### src/rtl/rename_cfg_pkg.sv
`default_nettype none

// Register file sizes for the rename stage
package rename_cfg_pkg;

    localparam int XLEN     = 32;
    localparam int NUM_ARCH = 32;
    localparam int NUM_PHYS = 64;

    // Physical registers not holding an architectural value after reset
    localparam int NUM_FREE = NUM_PHYS - NUM_ARCH;

    localparam int ARCH_W = $clog2(NUM_ARCH);
    localparam int PHYS_W = $clog2(NUM_PHYS);
    localparam int CNT_W  = $clog2(NUM_FREE + 1);

    typedef logic [ARCH_W-1:0] arch_reg_t;
    typedef logic [PHYS_W-1:0] phys_reg_t;
    typedef logic [CNT_W-1:0]  free_cnt_t;

endpackage

`default_nettype wire

### src/rtl/isa_pkg.sv
`default_nettype none

// RV32I encodings used by the issue stage
package isa_pkg;

    // ======================================================================
    // Major opcodes
    // ======================================================================
    typedef enum logic [6:0] {
        LUI    = 7'b0110111,
        AUIPC  = 7'b0010111,
        JAL    = 7'b1101111,
        JALR   = 7'b1100111,
        BRANCH = 7'b1100011,
        LOAD   = 7'b0000011,
        STORE  = 7'b0100011,
        OP_IMM = 7'b0010011,
        OP     = 7'b0110011,
        SYSTEM = 7'b1110011
    } opcode_e;

    // Class handed to dispatch
    typedef enum logic [2:0] {
        CLS_NONE,
        CLS_ALU,
        CLS_BRANCH,
        CLS_JUMP,
        CLS_LOAD,
        CLS_STORE,
        CLS_ILLEGAL
    } op_class_e;

    // ======================================================================
    // Instruction field positions
    // ======================================================================
    localparam int OPCODE_LSB = 0;
    localparam int OPCODE_W   = 7;
    localparam int RD_LSB     = 7;
    localparam int RS1_LSB    = 15;
    localparam int RS2_LSB    = 20;
    localparam int REG_W      = 5;

endpackage

`default_nettype wire

### src/rtl/decode_lane_if.sv
`timescale 1ns/1ps
`default_nettype none

// Decoded fields of every lane, one packed element per lane
interface decode_lane_if #(
    parameter int ISSUE_WIDTH = 2
);

    rename_cfg_pkg::arch_reg_t [ISSUE_WIDTH-1:0] rs1;
    rename_cfg_pkg::arch_reg_t [ISSUE_WIDTH-1:0] rs2;
    rename_cfg_pkg::arch_reg_t [ISSUE_WIDTH-1:0] rd;
    logic                      [ISSUE_WIDTH-1:0] rd_we;
    isa_pkg::op_class_e        [ISSUE_WIDTH-1:0] op_class;

    modport decoder (output rs1, rs2, rd, rd_we, op_class);
    modport rename  (input rs1, rs2, rd, rd_we);
    modport pipe    (input rd, op_class);

endinterface

`default_nettype wire

### src/rtl/rv32i_decoder.sv
`timescale 1ns/1ps
`default_nettype none

// Decodes one lane and drives that lane's slice of the shared bundle
module rv32i_decoder #(
    parameter int ISSUE_WIDTH = 2,
    parameter int LANE        = 0
) (
    input  logic [rename_cfg_pkg::XLEN-1:0] instr_i,
    decode_lane_if.decoder                  lane_o
);

    isa_pkg::opcode_e          opcode;
    isa_pkg::op_class_e        op_class;
    rename_cfg_pkg::arch_reg_t rd_field;
    logic                      use_rs1;
    logic                      use_rs2;
    logic                      writes;

    if (LANE >= ISSUE_WIDTH) begin : g_bad_lane
        $error("Decoder lane index outside the issue width");
    end

    assign opcode   = isa_pkg::opcode_e'(instr_i[isa_pkg::OPCODE_LSB +: isa_pkg::OPCODE_W]);
    assign rd_field = rename_cfg_pkg::arch_reg_t'(instr_i[isa_pkg::RD_LSB +: isa_pkg::REG_W]);

    always_comb begin
        use_rs1  = 1'b0;
        use_rs2  = 1'b0;
        writes   = 1'b0;
        op_class = isa_pkg::CLS_ILLEGAL;
        case (opcode)
            isa_pkg::LUI, isa_pkg::AUIPC: begin
                op_class = isa_pkg::CLS_ALU;
                writes   = 1'b1;
            end
            isa_pkg::JAL: begin
                op_class = isa_pkg::CLS_JUMP;
                writes   = 1'b1;
            end
            isa_pkg::JALR: begin
                op_class = isa_pkg::CLS_JUMP;
                writes   = 1'b1;
                use_rs1  = 1'b1;
            end
            isa_pkg::BRANCH: begin
                op_class = isa_pkg::CLS_BRANCH;
                use_rs1  = 1'b1;
                use_rs2  = 1'b1;
            end
            isa_pkg::LOAD: begin
                op_class = isa_pkg::CLS_LOAD;
                writes   = 1'b1;
                use_rs1  = 1'b1;
            end
            isa_pkg::STORE: begin
                op_class = isa_pkg::CLS_STORE;
                use_rs1  = 1'b1;
                use_rs2  = 1'b1;
            end
            isa_pkg::OP_IMM: begin
                op_class = isa_pkg::CLS_ALU;
                writes   = 1'b1;
                use_rs1  = 1'b1;
            end
            isa_pkg::OP: begin
                op_class = isa_pkg::CLS_ALU;
                writes   = 1'b1;
                use_rs1  = 1'b1;
                use_rs2  = 1'b1;
            end
            // Environment calls carry no register operands here
            isa_pkg::SYSTEM: op_class = isa_pkg::CLS_NONE;
            default:         op_class = isa_pkg::CLS_ILLEGAL;
        endcase
    end

    // Unused source fields read as x0 so they never alias a renamed register
    assign lane_o.rs1[LANE] = use_rs1 ?
        rename_cfg_pkg::arch_reg_t'(instr_i[isa_pkg::RS1_LSB +: isa_pkg::REG_W]) : '0;
    assign lane_o.rs2[LANE] = use_rs2 ?
        rename_cfg_pkg::arch_reg_t'(instr_i[isa_pkg::RS2_LSB +: isa_pkg::REG_W]) : '0;
    assign lane_o.rd[LANE]       = writes ? rd_field : '0;
    assign lane_o.rd_we[LANE]    = writes && (rd_field != '0);
    assign lane_o.op_class[LANE] = op_class;

endmodule

`default_nettype wire

### src/rtl/free_list.sv
`timescale 1ns/1ps
`default_nettype none

// Circular buffer of free physical registers
module free_list #(
    parameter int ISSUE_WIDTH = 2
) (
    input  logic                                          clk,
    input  logic                                          reset,
    input  logic [$clog2(ISSUE_WIDTH+1)-1:0]              pop_count_i,
    input  logic [ISSUE_WIDTH-1:0]                        push_valid_i,
    input  rename_cfg_pkg::phys_reg_t [ISSUE_WIDTH-1:0]   push_phys_i,
    output rename_cfg_pkg::phys_reg_t [ISSUE_WIDTH-1:0]   head_phys_o,
    output rename_cfg_pkg::free_cnt_t                     free_count_o
);

    localparam int NUM_FREE = rename_cfg_pkg::NUM_FREE;

    typedef logic [$clog2(NUM_FREE)-1:0] ptr_t;

    rename_cfg_pkg::phys_reg_t mem [NUM_FREE];
    ptr_t                      head;
    ptr_t                      tail;
    rename_cfg_pkg::free_cnt_t count;
    ptr_t [ISSUE_WIDTH-1:0]    wr_ptr;
    int                        push_num;

    function automatic ptr_t next_ptr(ptr_t p, int k);
        return ptr_t'((int'(p) + k) % NUM_FREE);
    endfunction

    // Pushes land at the tail in lane order, skipping idle lanes
    always_comb begin
        push_num = 0;
        for (int w = 0; w < ISSUE_WIDTH; w++) begin
            wr_ptr[w] = next_ptr(tail, push_num);
            if (push_valid_i[w]) begin
                push_num = push_num + 1;
            end
        end
    end

    always_comb begin
        for (int w = 0; w < ISSUE_WIDTH; w++) begin
            head_phys_o[w] = mem[next_ptr(head, w)];
        end
    end

    always_ff @(posedge clk or negedge reset) begin
        if (!reset) begin
            // Buffer starts full with the registers above the architectural ones
            for (int i = 0; i < NUM_FREE; i++) begin
                mem[i] <= rename_cfg_pkg::phys_reg_t'(rename_cfg_pkg::NUM_ARCH + i);
            end
            head  <= '0;
            tail  <= '0;
            count <= rename_cfg_pkg::free_cnt_t'(NUM_FREE);
        end else begin
            for (int w = 0; w < ISSUE_WIDTH; w++) begin
                if (push_valid_i[w]) begin
                    mem[wr_ptr[w]] <= push_phys_i[w];
                end
            end
            head  <= next_ptr(head, int'(pop_count_i));
            tail  <= next_ptr(tail, push_num);
            count <= rename_cfg_pkg::free_cnt_t'(int'(count) - int'(pop_count_i) + push_num);
        end
    end

    assign free_count_o = count;

endmodule

`default_nettype wire

### src/rtl/register_alias_table.sv
`timescale 1ns/1ps
`default_nettype none

// Map table, group renaming and destination allocation
module register_alias_table #(
    parameter int ISSUE_WIDTH = 2
) (
    input  logic                                        clk,
    input  logic                                        reset,
    input  logic                                        flush_i,
    input  logic                                        bubble_i,
    input  logic [ISSUE_WIDTH-1:0]                      decode_valid_i,
    input  logic [ISSUE_WIDTH-1:0]                      dispatch_ready_i,
    input  logic [ISSUE_WIDTH-1:0]                      commit_valid_i,
    input  rename_cfg_pkg::phys_reg_t [ISSUE_WIDTH-1:0] commit_phys_i,
    decode_lane_if.rename                               dec_i,
    output logic [ISSUE_WIDTH-1:0]                      decode_ready_o,
    output logic [ISSUE_WIDTH-1:0]                      accept_o,
    output rename_cfg_pkg::phys_reg_t [ISSUE_WIDTH-1:0] rs1_phys_o,
    output rename_cfg_pkg::phys_reg_t [ISSUE_WIDTH-1:0] rs2_phys_o,
    output rename_cfg_pkg::phys_reg_t [ISSUE_WIDTH-1:0] rd_phys_o
);

    typedef logic [$clog2(ISSUE_WIDTH+1)-1:0] cnt_t;

    rename_cfg_pkg::phys_reg_t                   map_q [rename_cfg_pkg::NUM_ARCH];
    rename_cfg_pkg::phys_reg_t [ISSUE_WIDTH-1:0] head_phys;
    rename_cfg_pkg::free_cnt_t                   free_count;
    cnt_t                                        pop_count;
    logic                                        room;
    logic [ISSUE_WIDTH-1:0]                      alloc;

    // ======================================================================
    // Acceptance
    // ======================================================================
    // A full group must always fit, so readiness never depends on the lanes
    assign room           = free_count >= rename_cfg_pkg::free_cnt_t'(ISSUE_WIDTH);
    assign decode_ready_o = dispatch_ready_i & {ISSUE_WIDTH{room && !flush_i && !bubble_i}};
    assign accept_o       = decode_valid_i & decode_ready_o;
    assign alloc          = accept_o & dec_i.rd_we;

    // ======================================================================
    // Renaming
    // ======================================================================
    always_comb begin
        pop_count = '0;
        for (int w = 0; w < ISSUE_WIDTH; w++) begin
            rs1_phys_o[w] = map_q[dec_i.rs1[w]];
            rs2_phys_o[w] = map_q[dec_i.rs2[w]];
            // Latest earlier writer in the group overrides the table
            for (int p = 0; p < w; p++) begin
                if (alloc[p] && (dec_i.rd[p] == dec_i.rs1[w])) begin
                    rs1_phys_o[w] = rd_phys_o[p];
                end
                if (alloc[p] && (dec_i.rd[p] == dec_i.rs2[w])) begin
                    rs2_phys_o[w] = rd_phys_o[p];
                end
            end
            rd_phys_o[w] = '0;
            if (alloc[w]) begin
                rd_phys_o[w] = head_phys[pop_count];
                pop_count    = pop_count + cnt_t'(1);
            end
        end
    end

    // Later lanes are assigned last, so they win on a shared rd
    always_ff @(posedge clk or negedge reset) begin
        if (!reset) begin
            for (int i = 0; i < rename_cfg_pkg::NUM_ARCH; i++) begin
                map_q[i] <= rename_cfg_pkg::phys_reg_t'(i);
            end
        end else begin
            for (int w = 0; w < ISSUE_WIDTH; w++) begin
                if (alloc[w]) begin
                    map_q[dec_i.rd[w]] <= rd_phys_o[w];
                end
            end
        end
    end

    free_list #(
        .ISSUE_WIDTH (ISSUE_WIDTH)
    ) u_free_list (
        .clk          (clk),
        .reset        (reset),
        .pop_count_i  (pop_count),
        .push_valid_i (commit_valid_i),
        .push_phys_i  (commit_phys_i),
        .head_phys_o  (head_phys),
        .free_count_o (free_count)
    );

endmodule

`default_nettype wire

### src/rtl/issue_pipe_reg.sv
`timescale 1ns/1ps
`default_nettype none

// One register stage per lane toward dispatch
module issue_pipe_reg #(
    parameter int ISSUE_WIDTH = 2
) (
    input  logic                                           clk,
    input  logic                                           reset,
    input  logic [ISSUE_WIDTH-1:0]                         dispatch_ready_i,
    input  logic [ISSUE_WIDTH-1:0]                         accept_i,
    input  logic [ISSUE_WIDTH-1:0][rename_cfg_pkg::XLEN-1:0] pc_i,
    decode_lane_if.pipe                                    dec_i,
    input  rename_cfg_pkg::phys_reg_t [ISSUE_WIDTH-1:0]    rs1_phys_i,
    input  rename_cfg_pkg::phys_reg_t [ISSUE_WIDTH-1:0]    rs2_phys_i,
    input  rename_cfg_pkg::phys_reg_t [ISSUE_WIDTH-1:0]    rd_phys_i,
    output logic [ISSUE_WIDTH-1:0]                         dispatch_valid_o,
    output isa_pkg::op_class_e [ISSUE_WIDTH-1:0]           op_class_o,
    output rename_cfg_pkg::phys_reg_t [ISSUE_WIDTH-1:0]    rs1_phys_o,
    output rename_cfg_pkg::phys_reg_t [ISSUE_WIDTH-1:0]    rs2_phys_o,
    output rename_cfg_pkg::phys_reg_t [ISSUE_WIDTH-1:0]    rd_phys_o,
    output rename_cfg_pkg::arch_reg_t [ISSUE_WIDTH-1:0]    rd_arch_o,
    output logic [ISSUE_WIDTH-1:0][rename_cfg_pkg::XLEN-1:0] pc_o
);

    // Valid drops on a stalled lane while its fields hold
    always_ff @(posedge clk or negedge reset) begin
        if (!reset) begin
            dispatch_valid_o <= '0;
        end else begin
            dispatch_valid_o <= dispatch_ready_i & accept_i;
        end
    end

    always_ff @(posedge clk) begin
        for (int w = 0; w < ISSUE_WIDTH; w++) begin
            if (dispatch_ready_i[w]) begin
                op_class_o[w] <= dec_i.op_class[w];
                rs1_phys_o[w] <= rs1_phys_i[w];
                rs2_phys_o[w] <= rs2_phys_i[w];
                rd_phys_o[w]  <= rd_phys_i[w];
                rd_arch_o[w]  <= dec_i.rd[w];
                pc_o[w]       <= pc_i[w];
            end
        end
    end

endmodule

`default_nettype wire

### src/rtl/issue_stage.sv
`timescale 1ns/1ps
`default_nettype none

// Issue stage top level with decode, rename and the register toward dispatch
module issue_stage #(
    parameter int ISSUE_WIDTH = 2
) (
    input  logic                                           clk,
    input  logic                                           reset,
    input  logic                                           flush_i,
    input  logic                                           bubble_i,
    input  logic [ISSUE_WIDTH-1:0]                         decode_valid_i,
    input  logic [ISSUE_WIDTH-1:0][rename_cfg_pkg::XLEN-1:0] instr_i,
    input  logic [ISSUE_WIDTH-1:0][rename_cfg_pkg::XLEN-1:0] pc_i,
    input  logic [ISSUE_WIDTH-1:0]                         dispatch_ready_i,
    input  logic [ISSUE_WIDTH-1:0]                         commit_valid_i,
    input  rename_cfg_pkg::phys_reg_t [ISSUE_WIDTH-1:0]    commit_phys_i,
    output logic [ISSUE_WIDTH-1:0]                         decode_ready_o,
    output logic [ISSUE_WIDTH-1:0]                         dispatch_valid_o,
    output isa_pkg::op_class_e [ISSUE_WIDTH-1:0]           op_class_o,
    output rename_cfg_pkg::phys_reg_t [ISSUE_WIDTH-1:0]    rs1_phys_o,
    output rename_cfg_pkg::phys_reg_t [ISSUE_WIDTH-1:0]    rs2_phys_o,
    output rename_cfg_pkg::phys_reg_t [ISSUE_WIDTH-1:0]    rd_phys_o,
    output rename_cfg_pkg::arch_reg_t [ISSUE_WIDTH-1:0]    rd_arch_o,
    output logic [ISSUE_WIDTH-1:0][rename_cfg_pkg::XLEN-1:0] pc_o
);

    logic [ISSUE_WIDTH-1:0]                      accept;
    rename_cfg_pkg::phys_reg_t [ISSUE_WIDTH-1:0] rs1_phys;
    rename_cfg_pkg::phys_reg_t [ISSUE_WIDTH-1:0] rs2_phys;
    rename_cfg_pkg::phys_reg_t [ISSUE_WIDTH-1:0] rd_phys;

    decode_lane_if #(.ISSUE_WIDTH(ISSUE_WIDTH)) dec_if ();

    for (genvar w = 0; w < ISSUE_WIDTH; w++) begin : g_dec
        rv32i_decoder #(
            .ISSUE_WIDTH (ISSUE_WIDTH),
            .LANE        (w)
        ) u_decoder (
            .instr_i (instr_i[w]),
            .lane_o  (dec_if.decoder)
        );
    end

    register_alias_table #(
        .ISSUE_WIDTH (ISSUE_WIDTH)
    ) u_rat (
        .clk              (clk),
        .reset            (reset),
        .flush_i          (flush_i),
        .bubble_i         (bubble_i),
        .decode_valid_i   (decode_valid_i),
        .dispatch_ready_i (dispatch_ready_i),
        .commit_valid_i   (commit_valid_i),
        .commit_phys_i    (commit_phys_i),
        .dec_i            (dec_if.rename),
        .decode_ready_o   (decode_ready_o),
        .accept_o         (accept),
        .rs1_phys_o       (rs1_phys),
        .rs2_phys_o       (rs2_phys),
        .rd_phys_o        (rd_phys)
    );

    issue_pipe_reg #(
        .ISSUE_WIDTH (ISSUE_WIDTH)
    ) u_pipe_reg (
        .clk              (clk),
        .reset            (reset),
        .dispatch_ready_i (dispatch_ready_i),
        .accept_i         (accept),
        .pc_i             (pc_i),
        .dec_i            (dec_if.pipe),
        .rs1_phys_i       (rs1_phys),
        .rs2_phys_i       (rs2_phys),
        .rd_phys_i        (rd_phys),
        .dispatch_valid_o (dispatch_valid_o),
        .op_class_o       (op_class_o),
        .rs1_phys_o       (rs1_phys_o),
        .rs2_phys_o       (rs2_phys_o),
        .rd_phys_o        (rd_phys_o),
        .rd_arch_o        (rd_arch_o),
        .pc_o             (pc_o)
    );

endmodule

`default_nettype wire

### config.mk
export PLATFORM = sky130hd
export DESIGN_NAME = issue_stage
export DESIGN_NICKNAME = d
export VERILOG_FILES = /design/src/rtl/rename_cfg_pkg.sv /design/src/rtl/isa_pkg.sv /design/src/rtl/decode_lane_if.sv /design/src/rtl/rv32i_decoder.sv /design/src/rtl/free_list.sv /design/src/rtl/register_alias_table.sv /design/src/rtl/issue_pipe_reg.sv /design/src/rtl/issue_stage.sv
export SDC_FILE = /design/constraint.sdc
export NUM_CORES = 2
export LEC_CHECK = 0
export ABC_CLOCK_PERIOD_IN_PS = 4500
export BUFFER_PORTS_ARGS = -buffer_cell sky130_fd_sc_hd__buf_2
export CORE_MARGIN = 2
export CORE_UTILIZATION = 30
export DETAILED_ROUTE_END_ITERATION = 16
export HOLD_SLACK_MARGIN = 0.15
export PLACE_DENSITY = 0.47
export SYNTH_ARGS = -nofsm -noshare
export SYNTH_HDL_FRONTEND = slang
export SYNTH_SLANG_ARGS = --single-unit
### constraint.sdc
create_clock -name clk -period 4.5 [get_ports clk]
set_clock_uncertainty 0.05 [all_clocks]
set_input_delay 1.35 -clock clk [delete_from_list [all_inputs] [get_ports clk]]
set_output_delay 1.35 -clock clk [all_outputs]
set_load 0.02 [all_outputs]
==> flow_metrics.py <==
metrics = {
    "yosys": {
        "synth_seq_area_share_pct": 39.9,
        "post_synthesis_mean_instance_area_sq_um": 10.0,
        "total_nets_after_synthesis": 3607,
        "top_reg_cell_synth": "sky130_fd_sc_hd__dfrtp_1",
        "yosysWarningCount": 0,
        "synth_enable_flop_cells": 116,
        "synth_cells": 3436,
        "ys_async_sr_fraction_pct": 77.6,
        "ys_ff_latch": 518,
        "yosys.cell_types.count": 84,
        "synthesis.area_sq_um": 34500,
    },
    "finish": {
        "finish.utilization_pct": 35.4,
        "design.final.nets": 3828,
        "n_fill_cell": 11597,
        "layout-drive-gt1-share_pct": 29.1,
        "syn_to_final_growth_pct": 17.1,
        "area.sequential_sq_um": 13800,
        "multiInputGateArea_sq_um": 19000,
    },
    "routing": {
        "drt_iter0_markers": 3389,
        "dr_total_vias": 30151,
        "detail_route.first_pass.iterations": 6,
        "drtAntennaViolNets": 0,
        "wl_per_cell_um": 28.9,
        "drt-total-wl_um": 151000,
        "route.detailed.vias_per_inst": 5.77,
        "post-route-drc-count": 0,
    },
    "clock_tree": {
        "cts.htree.levels": 3,
        "clock_tree.root_cell": "sky130_fd_sc_hd__clkbuf_16",
        "post-cts-setup-buffers": 0,
        "number_of_buffers_inserted_during_clock_tree_synthesis": 68,
        "clock_path_buffers": 3,
        "number_of_clock_sinks": 518,
        "clock_tree_from_tritoncts": "done",
        "post_cts_hold_buffer_count": 0,
        "clkSlewWorstSetupHoldPaths_ns": 0.06,
        "post_cts_resize_count": 0,
        "worst_skew_pair.late_latency_ns": 0.67,
    },
    "timing": {
        "timing.final.ws_setup_ns": 0.598,
        "grt_setup_unrepaired": "no",
        "period_share_pct": 86.7,
        "timing.final.hold_violations": 0,
        "relSlewSlack_pct": 32.9,
        "fin_hold_ws_ns": 0.420,
        "worst_slew_pin_tran_ns": 0.994,
        "tns_ns": 0,
        "report.final.setup_viol": 0,
        "timing_max_transition_violations_final": 0,
        "fmax_mhz": 256,
        "period_needed_ns": 3.90,
    },
    "floorplan": {
        "boundaryPins": 270,
        "placement_rows": 124,
        "die_area_sq_um": 118000,
        "placeableCoreArea_sq_um": 114000,
        "dieHeight_um": 343,
        "die-width_um": 343,
        "starting_density_of_the_core_pct": 30.2,
    },
    "grt": {
        "grt_pass1_vias": 28374,
        "largest_net_degree_at_the_start_of_global_routing": 89,
        "grt_pass1_wl_um": 215000,
        "antenna_found_initial": 7,
        "gr-usage-all-layers_pct": 25.1,
        "grt_overflow_total": 0,
    },
    "run_status": {
        "outcome": "finished, final reports clean",
    },
    "worst_hold_path": {
        "worst_hold_path_class": "register to register",
    },
    "setup_path": {
        "timing.critical_path.required_ns": 4.96,
        "timing.critical_path.fanout_max": 19,
        "crit_arrival_ns": 4.36,
        "critical_path.endpoint_type": "register",
        "critPathMaxStageDelay_ns": 0.78,
        "criticalPathCategory": "register to register",
        "worst_path_max_delay_cell": "sky130_fd_sc_hd__a21oi_4",
        "crit_path_start_kind": "register",
        "crit_chain": "ha_4 -> buf_12 -> mux4_2 -> mux2_2 -> o22ai_1 -> nor3_1 -> a21oi_4 -> buf_4 -> mux2i_1",
    },
    "power_and_ir_drop": {
        "pwr_density_cell_nw_per_um2": 489,
        "worst_supply_voltage_drop_on_vdd_mv": 0.371,
        "leakage_nw": 16.3,
    },
    "place": {
        "globalplace.congestion": 1.02,
        "detailed_placer_s_ending_hpwl_um": 110000,
        "placement.io_buffers": 249,
        "placement.setup.worst_slack_ns": -0.112,
    },
    "job": {
        "maxCapViolations": 0,
    },
}
[metrics by stage]
stage | cells | power, mW | area, sq um
floorplan | 3436 | 11.3 | 34500
global placement | 5099 | 13.9 | 38100
detailed placement | 5099 | 14.0 | 38100
CTS | 5222 | 19.9 | 40400
global route | 5222 | 20.6 | 40400
finish | 5224 | 19.8 | 40400
[routing by layer]
layer	vias to the layer above	global-route usage, %	wire length (um)
li1	13267	-	-
met1	15157	34.6	64800
met2	1475	39.4	68400
met3	250	4.44	12100
met4	2	8.97	5680
met5	-	0	12
[path summary, 6_finish.rpt]
check / startpoint / end / slack [ns] / cells past startpoint
max in group asynchronous: reset / u_rat.map_q[70]$_DFF_PN1_ / 2.75 / 2
min reg2reg: u_rat.map_q[189]$_DFF_PN0_ / u_rat.map_q[189]$_DFF_PN0_ / 0.42 / 0
min in group asynchronous: reset / u_rat.u_free_list.mem[109]$_DFF_PN0_ / 0.65 / 1
min: u_rat.map_q[189]$_DFF_PN0_ / u_rat.map_q[189]$_DFF_PN0_ / 0.42 / 0
max: u_rat.u_free_list.head[0]$_DFF_PN0_ / u_rat.map_q[93]$_DFF_PN0_ / 0.60 / 9
max reg2reg: u_rat.u_free_list.head[0]$_DFF_PN0_ / u_rat.map_q[93]$_DFF_PN0_ / 0.60 / 9
[power by group]
group	total (mW)	internal, mW	leakage [nW]	switching [mW]
Combinational	7.03	2.91	9.31	4.13
Clock	5.76	3.43	1.14	2.33
Sequential	6.96	6.15	5.83	0.814
[cell usage after synthesis, drive strengths merged (21+ instances only)]
cell / n / area share (%)
mux2i: 381 / 11
or2: 23 / 0.42
nand3: 58 / 0.86
o211ai: 24 / 0.52
clkbuf: 193 / 2.1
nor2: 439 / 4.8
mux4: 148 / 9.9
a31oi: 25 / 0.45
a21oi: 317 / 4.8
o221ai: 21 / 0.53
nor3: 26 / 0.38
dfstp: 193 / 15
o21ai: 226 / 3.3
nand2: 222 / 2.4
dfrtp: 209 / 15
a211oi: 156 / 3.4
o22ai: 80 / 1.5
edfxtp: 116 / 10
inv: 58 / 0.63
buf: 127 / 2.4
nor2b: 25 / 0.45
mux2: 116 / 3.8
[kinds of logic after synthesis]
| logic type | count (synthesis) | synth area share [%] |
|---|---|---|
| AOI/OAI and AO/OA | 934 | 16.6 |
| xor gates and xnor gates | 20 | 0.529 |
| adders and majority gates | 21 | 0.848 |
| buffers and inverters | 379 | 5.18 |
| DFF | 518 | 39.9 |
| muxes | 645 | 24.8 |
| and+or+nand+nor | 919 | 12.1 |
[sequential cells by signal (all words and copies together), names as in the netlist]
name                            flops
u_rat.map_q                       192
u_rat.u_free_list.free_count_o      6
u_pipe_reg.rd_arch_o               10
u_pipe_reg.rd_phys_o               12
u_pipe_reg.pc_o                    64
u_pipe_reg.dispatch_valid_o         2
u_rat.u_free_list.mem             192
u_rat.u_free_list.tail              5
u_pipe_reg.rs1_phys_o              12
u_pipe_reg.op_class_o               6
u_rat.u_free_list.head              5
u_pipe_reg.rs2_phys_o              12
[layout make-up]
class | instances | area share, %
inverter | 59 | 0.548
multi-input combinational | 2539 | 47.1
antenna | 2 | 0.0124
clock inverter | 33 | 1.08
tap | 1512 | 4.68
clock buffer | 90 | 4.66
timing repair buffer | 471 | 7.85
sequential | 518 | 34.1
[critical path, delay by kind of cell (launching register included)]
family,cells,cell delay (ns)
and+or+nand+nor,1,0.10
muxes,3,0.99
adders and majority gates,1,0.46
DFF,1,0.50
AOI/OAI and AO/OA,2,0.95
buffers and inverters,2,0.64
[cells in the final DEF, fill, tap and decap left out, types with 13 or more instances in the layout]
cell type	synthesis	routed
sky130_fd_sc_hd__a211oi_1	156	156
sky130_fd_sc_hd__a21oi_1	297	297
sky130_fd_sc_hd__a21oi_2	20	14
sky130_fd_sc_hd__a31oi_1	25	25
sky130_fd_sc_hd__and2_1	16	16
sky130_fd_sc_hd__and3_1	18	18
sky130_fd_sc_hd__buf_12	2	20
sky130_fd_sc_hd__buf_2	70	247
sky130_fd_sc_hd__buf_4	9	203
sky130_fd_sc_hd__clkbuf_16	0	68
sky130_fd_sc_hd__clkinv_2	0	13
sky130_fd_sc_hd__dfrtp_1	209	207
sky130_fd_sc_hd__dfstp_2	193	193
sky130_fd_sc_hd__edfxtp_1	116	116
sky130_fd_sc_hd__ha_1	17	16
sky130_fd_sc_hd__inv_1	58	58
sky130_fd_sc_hd__mux2_2	116	116
sky130_fd_sc_hd__mux2i_1	380	380
sky130_fd_sc_hd__mux4_1	27	27
sky130_fd_sc_hd__mux4_2	121	121
sky130_fd_sc_hd__nand2_1	222	222
sky130_fd_sc_hd__nand3_1	57	57
sky130_fd_sc_hd__nand4_1	14	14
sky130_fd_sc_hd__nor2_1	431	431
sky130_fd_sc_hd__nor2b_1	25	25
sky130_fd_sc_hd__nor3_1	26	26
sky130_fd_sc_hd__nor3b_1	14	14
sky130_fd_sc_hd__o211ai_1	24	24
sky130_fd_sc_hd__o21ai_0	216	215
sky130_fd_sc_hd__o221ai_1	21	21
sky130_fd_sc_hd__o22ai_1	79	79
sky130_fd_sc_hd__or2_2	22	22
No activity file was read; power rests on OpenSTA's default activity.
